==> src/common/cache_defs.svh <==
`ifndef CACHE_DEFS_SVH
`define CACHE_DEFS_SVH

// cache geometry
`define WAYS 4
`define SETS 64
`define LINE_WORDS 4

// address fields of a cached access
`define INDEX_W 6
`define INDEX_RANGE 9:4
`define TAG_W 19
`define TAG_RANGE 28:10
`define WORD_SEL 3:2

// pairwise LRU history per set
`define LRU_W 6

// cache control register, byte lane 1
`define CCR_ADDR 32'hFFFFFE92

`endif

==> src/common/cachePkg.sv <==
`include "cache_defs.svh"

package cachePkg;

	typedef struct packed {
		logic        req;
		logic        wr;
		logic [3:0]  be;
		logic [31:0] addr;
		logic [31:0] wdata;
	} cpuReqT;

	typedef struct packed {
		logic        req;
		logic        we;
		logic        lock;
		logic [3:0]  be;
		logic [31:0] addr;
		logic [31:0] wdata;
	} memReqT;

	// unused bits always read as zero
	typedef struct packed {
		logic [2:0] rsv7;
		logic       cp;
		logic [2:0] rsv3;
		logic       ce;
	} ccrT;

	typedef enum logic [1:0] {
		opNone,
		opFill,
		opWrite
	} arrayOpE;

	typedef struct packed {
		arrayOpE          op;
		logic [`WAYS-1:0] way;
		logic [28:2]      addr;
		logic [3:0]       be;
		logic [31:0]      data;
	} lineWrT;

	typedef struct packed {
		logic                en;
		logic [`INDEX_W-1:0] setIdx;
		logic [`WAYS-1:0]    way;
	} lruTouchT;

	typedef enum logic [2:0] {
		sIdle,
		sWrite,
		sRead,
		sFill,
		sDone
	} busStateE;

	// pairs 0-1, 0-2, 0-3, 1-2, 1-3, 2-3 from bit 5 down
	function automatic logic [`LRU_W-1:0] lruUpdate(input logic [`WAYS-1:0] way,
			input logic [`LRU_W-1:0] hist);
		logic [`LRU_W-1:0] next;
		next = hist;
		case (way)
			4'b0001: next = {1'b0, 1'b0, 1'b0, hist[2:0]};
			4'b0010: next = {1'b1, hist[4:3], 1'b0, 1'b0, hist[0]};
			4'b0100: next = {hist[5], 1'b1, hist[3], 1'b1, hist[1], 1'b0};
			4'b1000: next = {hist[5:4], 1'b1, hist[2], 1'b1, 1'b1};
			default: next = hist;
		endcase
		return next;
	endfunction

	// least recently used way, one-hot
	function automatic logic [`WAYS-1:0] lruVictim(input logic [`LRU_W-1:0] hist);
		if (hist[5] && hist[4] && hist[3])
			return 4'b0001;
		else if (!hist[5] && hist[2] && hist[1])
			return 4'b0010;
		else if (!hist[4] && !hist[2] && hist[0])
			return 4'b0100;
		else
			return 4'b1000;
	endfunction

endpackage

==> src/rtl/ccrReg.sv <==
`include "cache_defs.svh"

module ccrReg import cachePkg::*; (
	input  logic   CLK,
	input  logic   RST_N,
	input  cpuReqT cpuReq,
	output logic   ccrSel,
	output ccrT    ccr
);

	// only CP and CE are writable
	localparam logic [7:0] WR_MASK = 8'h11;

	assign ccrSel = (cpuReq.addr == `CCR_ADDR) && cpuReq.be[1];

	always_ff @(posedge CLK or negedge RST_N) begin
		if (!RST_N) begin
			ccr <= '0;
		end
		else begin
			if (ccrSel && cpuReq.req && cpuReq.wr) begin
				ccr <= cpuReq.wdata[15:8] & WR_MASK;
			end
			// purge lasts a single cycle
			if (ccr.cp) begin
				ccr.cp <= 1'b0;
			end
		end
	end

endmodule

==> config.mk <==
export PLATFORM = sky130hd
export DESIGN_NAME = ccrReg
export DESIGN_NICKNAME = d
export VERILOG_FILES = /design/src/common/cachePkg.sv /design/src/rtl/ccrReg.sv
export VERILOG_INCLUDE_DIRS = /design/src /design/src/common
export SDC_FILE = /design/constraint.sdc
export NUM_CORES = 1
export LEC_CHECK = 0
export BUFFER_PORTS_ARGS = -buffer_cell sky130_fd_sc_hd__buf_2
export CORE_MARGIN = 5
export CORE_UTILIZATION = 15
export DETAILED_ROUTE_END_ITERATION = 10
export HOLD_SLACK_MARGIN = 0.03
export PLACE_DENSITY = 0.72
export SLEW_MARGIN = 0
export SYNTH_ARGS = -nofsm -noshare
export SYNTH_HDL_FRONTEND = slang
export SYNTH_SLANG_ARGS = --single-unit
==> constraint.sdc <==
create_clock -name CLK -period 0.8 [get_ports CLK]
set_input_delay 0.08 -clock CLK [delete_from_list [all_inputs] [get_ports CLK]]
set_output_delay 0.08 -clock CLK [all_outputs]
set_load 0.01 [all_outputs]
* Word-level counts from Yosys, hierarchy flattened
Cells that the tools add are included.
** Storage, ports and cells
- Register bits after elaboration :: 2
- Bits in latches :: 0
- Bits in writable memories :: 0
- Memory bits (read-only) :: 0
- Bits of input ports :: 72
- Output and inout bits :: 9
- Logic and storage cells :: 9
- Memories :: 0
** Operators by class
- $add $sub $neg :: 0
- Multipliers :: 0
- Div/mod/pow operators :: 0
- Magnitude comparators :: 0
- Equal/unequal tests :: 1
- Shift operators :: 0
- Mux-type cells :: 2
- Bitwise logic cells :: 0
- Reductions and logical operators :: 4
** Operators by type and width (number)
- == test 32 bit, second input constant :: 1
- two-way mux 5 bit :: 1
- logical AND 1 bit :: 3
- nonzero test 2 bit :: 1
- two-way mux 1 bit :: 1

* Longest topological paths before layout
- Depth after elaboration :: 6
- Depth in mapped cells :: 4
- Gate-level depth less buffers :: 4

* Worst setup path before layout
OpenSTA, ideal clock, no wires.
- Path kind :: input to register
- Start :: in cpuReq[34] (netlist bit)
- End :: reg ccr[0] (netlist bit)
- Setup time :: 0.127 ns
- Arrival time :: 0.946 ns
- Data required time :: 0.673 ns
- Path slack :: -0.273 ns
- Stages :: 4
- Buffers on the path :: 0
- Cell sequence :: nand4b_1 nor4_2 nand4_1 mux2_1
** Between the ends
- Cells in the longest elaborated chain, start to end :: 4
** RTL lines
- start: declaration :: RTL line ccrReg.sv:6 : input cpuReqT cpuReq,
- == test 32 bit (no line)
- logical AND 1 bit :: RTL line ccrReg.sv:14 : assign ccrSel = (cpuReq.addr == `CCR_ADDR) && cpuReq.be[1];
- logical AND 1 bit (2 in series) :: RTL line ccrReg.sv:21 : if (ccrSel && cpuReq.req && cpuReq.wr) begin
- end signal: assignment :: RTL line ccrReg.sv:22 : ccr <= cpuReq.wdata[15:8] & WR_MASK;
- end: declaration :: RTL line ccrReg.sv:8 : output ccrT ccr
No other way between the ends.
A chain may end at the register's enable or synchronous reset.

* Final worst setup path
- Start :: in cpuReq[38] (netlist bit)
- End :: out ccrSel
** Between the ends
- Cells in the longest elaborated chain, start to end :: 2
** RTL lines
- == test 32 bit (no line)
- logical AND 1 bit :: RTL line ccrReg.sv:14
- end: declaration :: RTL line ccrReg.sv:7 : output logic ccrSel,
No other way between the ends.

==> summary.txt <==
Floorplanning
  • Die height: 50.85 µm
  • Die area: 2585 µm²
  • Core area: 1541 µm²
  • Placement Rows: 14
  • Die W: 50.85 µm
  • Starting density of the core: 16.23%
  • Ports: 81

Critical path
  • Worst Path Required: 0.72 ns
  • CP max stage cell: nor4_2
  • Worst R2R End: ccr[0]$_DFFE_PN0P_
  • Slowest cell delay on critical path: 0.34 ns
  • Critical path depth: 5
  • CP max FO: 2
  • Crit path from: cpuReq[38]
  • Critical path capture point type: output port
  • Crit path to: ccrSel
  • Reg2Reg Depth: 1
  • CP arrival: 1.07 ns
  • Crit-path cells: buf_6 > nand4b_1 > nor4_2 > and4_1 > buf_2
  • Buffers and inverters on the worst path: 2
  • R2r setup slk: 0.06 ns
  • Reg-to-reg critical path startpoint: ccr[0]$_DFFE_PN0P_
  • Worst Setup Start Kind: primary input
  • Critical path's top delay family: simple AND/OR/NAND/NOR gates
  • CP Class: in2out

Logic synthesis
  • Ys Warns: 0
  • Post-synthesis mux area share: 4.500%
  • Yosys top cell area share: 20.00%
  • Yosys reg bits: 2
  • Synth area leader: dfrtp_1
  • Sequential area share after synthesis: 20.00%
  • Compound-Gate Fraction of Synth Area: 0%
  • Area of the mapped netlist: 250.2 µm²
  • Synth Area in XOR/XNOR: 0%
  • Post-synthesis simple-gate area fraction: 56.00%
  • Main combinational cell family by area after synthesis: simple AND/OR/NAND/NOR gates
  • Syn Area/Cell: 9.625 µm²
  • Netlist cell types: 15
  • Adder-Cell Fraction of Synth Area: 0%
  • Top post-synthesis cells by area: dfrtp_1 20%, buf_4 18%, nand4_1 10%
  • Cell count after synthesis: 26

Timing
  • Clk_skew: 0 ns
  • Setup violators final: 4
  • Fmax: 0.8673 GHz
  • RSZ-0062 raised after global routing: true
  • Tcrit/Tclk final: 144.1%
  • Final Hold Fails: 0
  • Post-layout min period: 1.153 ns
  • Setup slack after layout: -0.3530 ns
  • Hold slack: 0.09674 ns
  • Pins Over Slew Limit: 0

Global route
  • Antenna violations before repair: 0
  • GR Overflow Total: 0
  • Largest net degree at the start of global routing: 3
  • Total track usage: 8.492%
  • First-pass GRT wire length: 1635 µm
  • Vias in the first global route: 435

Route
  • Residual DRC: 0
  • Drt via density: 4.128
  • Avg WL per Cell: 12.35 µm
  • Routed vias: 355
  • Drt first pass iters: 1
  • Final ANT Viol Nets: 0
  • DRT iter0 DRCs: 0
  • WL final: 1062 µm

Placement
  • # port buffers: 41
  • GP Congestion: 0.6681
  • Final HPWL DP: 959 µm
  • Cells after DPL: 82

Clock network
  • Clk sink count: 2
  • Clk buf depth: 2
  • Skew-Pair Late Insertion Delay: 0.22 ns
  • H-tree levels: 1
  • CTS Buf Count: 3
  • TritonCTS clock tree: yes
  • Setup Fix Bufs, Post-CTS: 0
  • Root buf cell: clkbuf_4
  • Clock transition at path regs: 0.03 ns

Cells and area
  • Sequential Area: 50.05 µm²
  • Fraction of layout cells with a size suffix above 1: 67.14%
  • Top Registers: ccr: 2 flops
  • ANT cells: 0
  • Multi-input gate area: 177.7 µm²
  • Largest Register: ccr
  • Largest register FFs: 2
  • Final Non-Filler Cells: 86
  • Most common cell after layout, fill and taps aside: buf_2
  • Most frequent cells in the layout: 39 x buf_2, 6 x conb_1, 4 x nand4_1
  • Fillers: 171
  • Final net count: 144
  • Area grow syn2layout: 99.00%

Power and ir drop
  • Leakage: 0.2862 nW
  • VDD IR-drop max: 0.6593 mV
  • Power density cells: 916.7 nW/µm²

Run status
  • Violations in the final reports: setup timing
  • Status: finished with violations

Worst hold path
  • Hold WC Path Type: in2reg

Flow run
  • MaxCap Viol Count: 0
worst min path at each step:
stage | from | end | slack (ns) | cells after the start
4_1_cts | cpuReq[8] | ccr[0]$_DFFE_PN0P_ | 0.09 | 2
6_report | cpuReq[8] | ccr[0]$_DFFE_PN0P_ | 0.1 | 2
3_3_place_gp | RST_N | ccr[4]$_DFFE_PN0P_ | -0.13 | 1
2_1_floorplan | RST_N | ccr[0]$_DFFE_PN0P_ | -0.22 | 0
5_1_grt | cpuReq[8] | ccr[0]$_DFFE_PN0P_ | 0.09 | 2
3_5_place_dp | RST_N | ccr[4]$_DFFE_PN0P_ | -0.13 | 1
per-layer routing:
layer,track usage (%),vias to the layer above,part of all wire (%)
met4,7.234,0,0
li1,-,179,-
met2,18.18,11,69
met3,1.453,0,6.3
met1,5.759,165,25
met5,0,-,0
what timing repair did:
item | 4_1_cts | 5_1_grt
hold buffers | 1 | 0
pin swaps | 1 | 3
hold endpoints to repair | 2 | 0
resized for setup | 2 | 1
endpoints found under the setup margin | 5 | 5
cell families after synthesis:
family        count (synthesis)
buf+inv                       6
mux                           1
simple gates                 16
other cells                   1
flops                         2
cell type report:
type,count,share of cell area [%]
well taps,16,4.020
flip-flops and latches,2,10.05
repair buffers,42,45.73
multi-input cells,23,35.68
clock buffers,3,4.523
power breakdown:
group | total [W] | internal, W | switching, W | leakage, nW
Sequential | 0.000102 | 0.000102 | 0.0000000000000646 | 0.0280
Combinational | 0.000136 | 0.0000869 | 0.0000489 | 0.244
Clock | 0.000219 | 0.000165 | 0.0000536 | 0.0138
cells in the mapped netlist (all sizes together):
library cell  instances
mux2                  1
nand4                 4
nor4                  1
nor3b                 2
nand4bb               1
nor2                  1
and4                  1
conb                  1
and3                  1
dfrtp                 2
buf                   6
and2                  1
nand4b                3
and4b                 1
per-stage QoR:
| step | power (W) | setup slack, ns | setup TNS (ns) | instance area, µm² | utilization [%] |
|---|---|---|---|---|---|
| floorplan | 0.0001560 | -0.2733 | -0.5995 | 269.0 | - |
| global placement | 0.0002251 | -0.4548 | -1.187 | 449.2 | 29.14 |
| detailed placement | 0.0002282 | -0.5019 | -1.297 | 449.2 | 29.14 |
| CTS | 0.0004674 | -0.3632 | -0.8644 | 491.7 | 31.90 |
| global route | 0.0004967 | -0.3819 | -0.9650 | 498.0 | 32.31 |
| finish | 0.0004565 | -0.3530 | -0.8091 | 498.0 | 32.31 |
(Power assumes the default switching activity.)
