`src/common/cache_defs.svh`:
```
`ifndef CACHE_DEFS_SVH
`define CACHE_DEFS_SVH

// cache geometry
`define WAYS 4
`define SETS 64
`define LINE_WORDS 4

// address fields of a cached access
`define INDEX_W 6
`define INDEX_RANGE 9:4
`define TAG_W 19
`define TAG_RANGE 28:10
`define WORD_SEL 3:2

// pairwise LRU history per set
`define LRU_W 6

// cache control register, byte lane 1
`define CCR_ADDR 32'hFFFFFE92

`endif

```
`src/common/cachePkg.sv`:
```
`include "cache_defs.svh"

package cachePkg;

	typedef struct packed {
		logic        req;
		logic        wr;
		logic [3:0]  be;
		logic [31:0] addr;
		logic [31:0] wdata;
	} cpuReqT;

	typedef struct packed {
		logic        req;
		logic        we;
		logic        lock;
		logic [3:0]  be;
		logic [31:0] addr;
		logic [31:0] wdata;
	} memReqT;

	// unused bits always read as zero
	typedef struct packed {
		logic [2:0] rsv7;
		logic       cp;
		logic [2:0] rsv3;
		logic       ce;
	} ccrT;

	typedef enum logic [1:0] {
		opNone,
		opFill,
		opWrite
	} arrayOpE;

	typedef struct packed {
		arrayOpE          op;
		logic [`WAYS-1:0] way;
		logic [28:2]      addr;
		logic [3:0]       be;
		logic [31:0]      data;
	} lineWrT;

	typedef struct packed {
		logic                en;
		logic [`INDEX_W-1:0] setIdx;
		logic [`WAYS-1:0]    way;
	} lruTouchT;

	typedef enum logic [2:0] {
		sIdle,
		sWrite,
		sRead,
		sFill,
		sDone
	} busStateE;

	// pairs 0-1, 0-2, 0-3, 1-2, 1-3, 2-3 from bit 5 down
	function automatic logic [`LRU_W-1:0] lruUpdate(input logic [`WAYS-1:0] way,
			input logic [`LRU_W-1:0] hist);
		logic [`LRU_W-1:0] next;
		next = hist;
		case (way)
			4'b0001: next = {1'b0, 1'b0, 1'b0, hist[2:0]};
			4'b0010: next = {1'b1, hist[4:3], 1'b0, 1'b0, hist[0]};
			4'b0100: next = {hist[5], 1'b1, hist[3], 1'b1, hist[1], 1'b0};
			4'b1000: next = {hist[5:4], 1'b1, hist[2], 1'b1, 1'b1};
			default: next = hist;
		endcase
		return next;
	endfunction

	// least recently used way, one-hot
	function automatic logic [`WAYS-1:0] lruVictim(input logic [`LRU_W-1:0] hist);
		if (hist[5] && hist[4] && hist[3])
			return 4'b0001;
		else if (!hist[5] && hist[2] && hist[1])
			return 4'b0010;
		else if (!hist[4] && !hist[2] && hist[0])
			return 4'b0100;
		else
			return 4'b1000;
	endfunction

endpackage

```
`src/rtl/busControl.sv`:
```
`include "cache_defs.svh"

module busControl import cachePkg::*; (
	input  logic             CLK,
	input  logic             RST_N,
	input  cpuReqT           cpuReq,
	input  logic             ccrSel,
	input  ccrT              ccr,
	input  logic [`WAYS-1:0] hit,
	input  logic [`WAYS-1:0] victim,
	input  logic [31:0]      rdWord,
	input  logic [31:0]      IBUS_DI,
	input  logic             IBUS_WAIT,
	output lineWrT           lineWr,
	output lruTouchT         touch,
	output memReqT           memReq,
	output logic [31:0]      CBUS_DO,
	output logic             CBUS_BUSY
);

	busStateE         state;
	logic             memOn;
	logic             memWe;
	logic             memLock;
	logic             fromMem;
	logic [3:0]       memBe;
	logic [31:0]      memAddr;
	logic [31:0]      memWdata;
	logic [31:0]      rdData;
	logic [`WAYS-1:0] victimQ;
	logic [1:0]       wrapPos;

	logic cacheOn;
	logic anyHit;
	logic readHit;
	logic writeHit;
	logic accept;
	logic missAccept;
	logic beatDone;
	logic lastBeat;

	// region 000 with CE set goes through the arrays
	assign cacheOn = (cpuReq.addr[31:29] == 3'b000) && ccr.ce;
	assign anyHit = |hit;
	assign readHit = state == sIdle && cpuReq.req && !cpuReq.wr && !ccrSel && cacheOn && anyHit;
	assign writeHit = state == sIdle && cpuReq.req && cpuReq.wr && !ccrSel && cacheOn && anyHit;
	assign accept = state == sIdle && cpuReq.req && !ccrSel && !readHit;
	assign missAccept = accept && !cpuReq.wr && cacheOn;
	assign beatDone = memOn && !IBUS_WAIT;
	assign lastBeat = memAddr[`WORD_SEL] == wrapPos;

	always_ff @(posedge CLK or negedge RST_N) begin
		if (!RST_N) begin
			state <= sIdle;
			memOn <= 1'b0;
			memWe <= 1'b0;
			memLock <= 1'b0;
			fromMem <= 1'b0;
		end
		else begin
			case (state)
				sIdle: begin
					if (accept) begin
						memOn <= 1'b1;
						memWe <= cpuReq.wr;
						memLock <= missAccept;
						fromMem <= !cpuReq.wr && !cacheOn;
						if (cpuReq.wr)
							state <= sWrite;
						else if (missAccept)
							state <= sFill;
						else
							state <= sRead;
					end
				end
				sWrite, sRead: begin
					if (beatDone) begin
						memOn <= 1'b0;
						memWe <= 1'b0;
						state <= sDone;
					end
				end
				sFill: begin
					if (beatDone && lastBeat) begin
						memOn <= 1'b0;
						memLock <= 1'b0;
						state <= sDone;
					end
				end
				default: begin
					state <= sIdle;
				end
			endcase
		end
	end

	// burst starts one word past the requested one and wraps
	always_ff @(posedge CLK) begin
		if (accept) begin
			memBe <= missAccept ? 4'hF : cpuReq.be;
			memAddr <= missAccept ?
				{cpuReq.addr[31:4], cpuReq.addr[`WORD_SEL] + 2'd1, 2'b00} : cpuReq.addr;
			memWdata <= cpuReq.wdata;
			victimQ <= victim;
			wrapPos <= cpuReq.addr[`WORD_SEL];
		end
		else if (state == sFill && beatDone) begin
			memAddr[`WORD_SEL] <= memAddr[`WORD_SEL] + 2'd1;
		end
		if (state == sRead && beatDone) begin
			rdData <= IBUS_DI;
		end
	end

	always_comb begin
		lineWr.op = opNone;
		lineWr.way = hit;
		lineWr.addr = cpuReq.addr[28:2];
		lineWr.be = cpuReq.be;
		lineWr.data = cpuReq.wdata;
		if (writeHit) begin
			lineWr.op = opWrite;
		end
		else if (state == sFill && beatDone) begin
			lineWr.op = opFill;
			lineWr.way = victimQ;
			lineWr.addr = memAddr[28:2];
			lineWr.be = 4'hF;
			lineWr.data = IBUS_DI;
		end
	end

	always_comb begin
		touch.en = readHit || writeHit;
		touch.setIdx = cpuReq.addr[`INDEX_RANGE];
		touch.way = hit;
		if (state == sFill && beatDone) begin
			touch.en = 1'b1;
			touch.setIdx = memAddr[`INDEX_RANGE];
			touch.way = victimQ;
		end
	end

	assign memReq = '{req: memOn, we: memWe, lock: memLock, be: memBe,
		addr: memAddr, wdata: memWdata};

	// sDone after a fill reads the freshly written line
	always_comb begin
		if (ccrSel)
			CBUS_DO = {4{ccr}};
		else if (state == sDone && fromMem)
			CBUS_DO = rdData;
		else
			CBUS_DO = rdWord;
	end

	always_comb begin
		if (state == sIdle)
			CBUS_BUSY = cpuReq.req && !ccrSel && !readHit;
		else
			CBUS_BUSY = cpuReq.req && state != sDone;
	end

endmodule

```
`config.mk`:
```
export PLATFORM = sky130hd
export DESIGN_NAME = busControl
export DESIGN_NICKNAME = d
export VERILOG_FILES = /design/src/common/cachePkg.sv /design/src/rtl/busControl.sv
export VERILOG_INCLUDE_DIRS = /design/src /design/src/common
export SDC_FILE = /design/constraint.sdc
export NUM_CORES = 1
export LEC_CHECK = 0
export BUFFER_PORTS_ARGS = -buffer_cell sky130_fd_sc_hd__buf_2
export CORE_AREA = 2 2 132 134
export DETAILED_ROUTE_END_ITERATION = 10
export DIE_AREA = 0 0 134 136
export HOLD_SLACK_MARGIN = 0.15
export PLACE_DENSITY = 0.66
export SLEW_MARGIN = 15
export SYNTH_ARGS = -nofsm -noshare
export SYNTH_HDL_FRONTEND = slang
export SYNTH_SLANG_ARGS = --single-unit
```
`constraint.sdc`:
```
create_clock -name CLK -period 5.1 [get_ports CLK]
set_input_delay 0.255 -clock CLK [delete_from_list [all_inputs] [get_ports CLK]]
set_output_delay 0.255 -clock CLK [all_outputs]
set_load 0.05 [all_outputs]
```
## Yosys cells after proc, flatten, opt, wreduce, memory -nomap -nowiden

Index checks and enable logic that the tools add are counted.

| operators by class | value |
|---|---|
| mux-type cells | 24 |
| add/subtract/negate cells | 2 |
| reduce and logical (&&, ||, !) cells | 42 |
| equality and inequality tests | 9 |

Operators by type and width:

| kind | number |
|---|---|
| $mux W68 | 1 |
| $mux W67 | 1 |
| $mux W32 | 2 |
| $logic_and A1 B1 Y1 | 23 |
| $mux W11 | 1 |
| $mux W3 | 3 |
| $pmux W3 S3 | 1 |
| $reduce_and A3 Y1 | 3 |
| $mux W2 | 4 |
| $mux W1 | 7 |
| $eq A3 B2 Y1 const B | 2 |
| $logic_not A3 Y1 | 2 |
| $ne A2 B2 Y1 const B | 3 |
| $reduce_bool A2 Y1 | 3 |
| $logic_not A1 Y1 | 5 |
| $add A2 B1 Y2 const B | 2 |
| $mux W4 | 1 |
| $pmux W1 S2 | 2 |
| $reduce_and A4 Y1 | 1 |
| $reduce_or A4 Y1 | 1 |
| $eq A3 B1 Y1 const B | 1 |
| $eq A3 B3 Y1 const B | 1 |
| $ne A3 B3 Y1 const B | 1 |
| $pmux W1 S3 | 1 |
| other kinds (5) | 5 |

| word-level totals | value |
|---|---|
| word-level logic and storage cells | 90 |
| output and inout port bits | 184 |
| input port bits | 154 |
| bits in registers | 113 |

## Depth between registers and ports, before layout

| depth | value |
|---|---|
| depth in word-level cells | 14 |
| gate-level depth with buffers | 7 |
| mapped depth without buffers | 5 |

## Worst setup path before layout

OpenSTA, ideal clock, no wires.

| timing path | value |
|---|---|
| path kind | register to register |
| start | register state[0] |
| end | register rdData[0] (enable) |
| path buffers | 1 |
| library setup time | 513 ps |
| data required time | 4587 ps |
| arrival | 3927 ps |
| setup slack | 660 ps |
| period minus slack after synthesis | 4440 ps |
| stages on the path, launching flop included | 3 |
| cells stage by stage | dfrtp_1 > buf_2 > nor4b_1 |

| on the way | value |
|---|---|
| longest elaborated chain between the ends | 2 |

Ends and longest elaborated chain:

| what | line | RTL |
|---|---|---|
| start: declaration | busControl.sv:21 | `busStateE state;` |
| start signal: assignment | busControl.sv:54 | `state <= sIdle;` |
| start signal: assignment | busControl.sv:69 | `state <= sWrite;` |
| start signal: assignment | busControl.sv:71 | `state <= sFill;` |
| $eq A3 B2 Y1 | busControl.sv:110 | `if (state == sRead && beatDone) begin` |
| $logic_and A1 B1 Y1 | busControl.sv:110 |  |
| end signal: assignment | busControl.sv:111 | `rdData <= IBUS_DI;` |
| end: declaration | busControl.sv:29 | `logic [31:0] rdData;` |

Every way passes these cells.
A chain may end at the register's enable or synchronous reset.

==> impl_metrics.toml <==
[power]
cellLeakagePower_nw = 3.840
total_power_after_layout_mw = 2.988
power_density_nw_per_um2 = 342.5
vdd_ir_drop_max_mv = 0.2481

[grt]
groute.layer.met3.usage_pct = 5.220
grt_antenna_before_repair = 0
grt_pass1_vias = 4964
first_pass_grt_wire_length_um = 27130
grt_start_max_net_pins = 82
globalRoute.totalOverflow = 0
global_route.peak_usage_layer = "met2"
grt.met1_usage_pct = 23.86
grt_util_met2_pct = 33.02
globalRouteTotalUtil_pct = 19.88

[cts]
number_of_clock_sinks_seen_by_cts = 113
cts.reportedPaths.clkPinSlew_ps = 50
clk_latency_ps = 420
cts-root-buf = "sky130_fd_sc_hd__clkbuf_16"
cts_h_tree_lvls = 4
clock_path_buffers = 2
cts_setup_buffers = 0
tritoncts.num_buffers = 17
cts_tree = "done"

[yosys]
synthFlopType = "sky130_fd_sc_hd__edfxtp_1"
postSynthNetCount = 542
synthDominantAreaCellType = "sky130_fd_sc_hd__edfxtp_1"
synth.top_cell.area_share_pct = 60.36
seq_area_frac_synth_pct = 63.68
yosys.cell_types.count = 42
synth-edff-count = 106
total_number_of_yosys_warnings = 0
async_reset_ff_share_pct = 6.195
post_synth.cell_area_avg_um2 = 13.59
syn_inst = 388
post_synth_main_area_contributors = "sky130_fd_sc_hd__edfxtp_1, sky130_fd_sc_hd__mux2_2, sky130_fd_sc_hd__nand2_1"
number_of_register_bits_inferred_by_synthesis = 113
netlist_area_um2 = 5274

[setup_path]
critPathSlowestCell = "sky130_fd_sc_hd__or3_4"
timing.critical_path.required_ps = 4850
cp_peak_stage_delay_ps = 800
critical_path_type = "register to output port"
timing.critical_path.from_type = "register"
sequence_of_cells_on_the_critical_path = "nand2_1, or3_4, mux2_2, buf_2"
critical_path.max_fanout = 81
worstPathArrival_ps = 2670
worst_setup_path_end_kind = "output port"

[sta]
max_clock_freq_mhz = 342.3
drv_slew = 0
final_min_period_over_clock_period_pct = 57.28
fin_skew_ps = 10.50
setup-violations-final = 0
hold_viol = 0
finalCriticalPeriod_ps = 2921
timing.max_slew.rel_slack_pct = 22.04
timing.setup.tns_ps = 0
grt_setup_unrepaired = "false"
slew_at_the_pin_with_the_worst_max_slew_slack_ps = 1169

[routing]
detail_route.vias_per_cell = 4.739
detail_route.iter0.violations = 303
drt_pass1_iterations = 7
drc_violations = 0
wire_per_inst_um = 17.69
wirelength_um = 18840
antenna_violating_nets_left = 0
num_vias = 5047

[placement]
dp.cells = 929
placedInstanceArea_um2 = 7159
gpl.final_weighted_congestion = 0.8160
place_hpwl_um = 12800
place.port_buffers = 337

[floorplanning]
fp-row-count = 48
initial_standard_cell_utilization_of_the_core_pct = 31.25
pin_count = 338
die_y_um = 136
die_area_um2 = 18220
core_area_um2 = 16880
fp.dieW_um = 134

[final_layout]
ff_latch_area_um2 = 3358
antenna-diode-count = 0
utilization_pct = 51.69
final.fill_count = 1457
fin_nets = 982
area_growth_pct = 65.41
layout_cell_share_with_drive_strength_beyond_1_pct = 54.17
finish.instance_area_um2 = 8723
count_of_placed_standard_cells_in_the_final_layout_fillers_left_out = 1065
multi_input_area_um2 = 1772

[status]
outcome = "finished clean"

[min_path]
holdCritPathClass = "primary input to register"

[job]
cap_viol_max_count = 0
-- stage by stage --
step,setup WS [ps],hold slack [ps]
after global routing,2056,188.1
after floorplan,660.2,-40.59
after CTS,2197,162.0
final,2179,183.4
after global placement,2461,101.8
after detailed placement,2427,104.1
-- cells in the final DEF, fill, tap and decap left out, types with 3 or more instances in the layout --
| cell type | synthesis | layout |
|---|---|---|
| sky130_fd_sc_hd__buf_2 | 13 | 337 |
| sky130_fd_sc_hd__edfxtp_1 | 106 | 106 |
| sky130_fd_sc_hd__dlygate4sd3_1 | 0 | 105 |
| sky130_fd_sc_hd__mux2_2 | 73 | 73 |
| sky130_fd_sc_hd__nand2_1 | 72 | 72 |
| sky130_fd_sc_hd__a31oi_1 | 33 | 33 |
| sky130_fd_sc_hd__clkbuf_16 | 0 | 17 |
| sky130_fd_sc_hd__nor2_1 | 16 | 16 |
| sky130_fd_sc_hd__nand2b_1 | 7 | 7 |
| sky130_fd_sc_hd__dfrtp_1 | 7 | 7 |
| sky130_fd_sc_hd__clkbuf_1 | 9 | 6 |
| sky130_fd_sc_hd__buf_4 | 4 | 6 |
| sky130_fd_sc_hd__clkinv_2 | 0 | 5 |
| sky130_fd_sc_hd__or2_2 | 4 | 4 |
| sky130_fd_sc_hd__o21ai_0 | 4 | 4 |
| sky130_fd_sc_hd__inv_1 | 3 | 3 |
| sky130_fd_sc_hd__xor2_1 | 3 | 3 |
-- critical path, delay by kind of cell (launching register included) --
kind                   cells  cell delay (ps)
buffers and inverters      1              220
AND/OR/NAND/NOR            2              950
multiplexers               1              430
flip-flops                 1              490
-- synthesized netlist by cell type, types with 2 or more instances --
cell type                  count
sky130_fd_sc_hd__nor2_1       16
sky130_fd_sc_hd__nor3_1        2
sky130_fd_sc_hd__clkbuf_1      9
sky130_fd_sc_hd__dfrtp_1       7
sky130_fd_sc_hd__nand2b_1      7
sky130_fd_sc_hd__or2_2         4
sky130_fd_sc_hd__a31oi_1      33
sky130_fd_sc_hd__inv_1         3
sky130_fd_sc_hd__o21ai_0       4
sky130_fd_sc_hd__a21oi_1       2
sky130_fd_sc_hd__edfxtp_1    106
sky130_fd_sc_hd__and3_1        2
sky130_fd_sc_hd__xor2_1        3
sky130_fd_sc_hd__nand2_1      72
sky130_fd_sc_hd__or3_1         2
sky130_fd_sc_hd__xnor2_1       2
sky130_fd_sc_hd__buf_4         4
sky130_fd_sc_hd__mux2_2       73
sky130_fd_sc_hd__buf_2        13
sky130_fd_sc_hd__and2b_2       2
-- kinds of logic (layout without fill, tap and decap cells) --
kind of cell,after synthesis,after routing,synth area share [%]
XOR/XNOR,5,5,0.8305
buffers and inverters,31,483,2.942
AO/OA/AOI/OAI,49,49,6.501
multiplexers,74,74,15.78
flip-flops,113,113,63.68
AND/OR/NAND/NOR,116,116,10.27
-- flip-flops by register name, indices dropped and copies added (netlist names) --
name      cells
fromMem       1
memAddr      32
memBe         4
memLock       1
memOn         1
memWdata     32
memWe         1
rdData       32
state         3
victimQ       4
wrapPos       2
-- layer usage --
layer | up-vias | wire length (um)
li1 | 2332 | -
met1 | 2358 | 7320
met2 | 309 | 9300
met3 | 48 | 1588
met4 | 0 | 624
met5 | - | 0
-- report_power, final --
part | switching, mW | internal, mW | leakage (nW) | total, mW
clock network | 0.393 | 0.657 | 0.250 | 1.05
logic | 0.585 | 0.236 | 2.53 | 0.821
registers | 0.0295 | 1.09 | 1.06 | 1.12
total | 1.01 | 1.98 | 3.84 | 2.99
-- layout make-up --
type	instances	area share (%)
sequential	113	38.50
timing repair buffer	448	31.90
multi-input combinational	244	20.31
clock buffer	23	5.135
tap	225	3.227
clock inverter	8	0.7458
inverter	4	0.1865
-- timing repair --
item / in CTS / in global routing
hold endpoints to repair: 111 / 0
hold buffers: 105 / 0
gates resized for setup: 0 / 0
-- worst paths after layout --
path,start,end,slack (ps),depth (start not counted)
setup reg to reg,state[0],memWdata[28],2650,4
max in group asynchronous,RST_N,memWe,4720,2
hold reg to reg,memOn,memOn,540,2
hold / removal,cpuReq[68],fromMem,180,2
min in group asynchronous,RST_N,fromMem,220,2
setup / recovery,state[0],touch[6],2180,4
(Power assumes the default switching activity.)
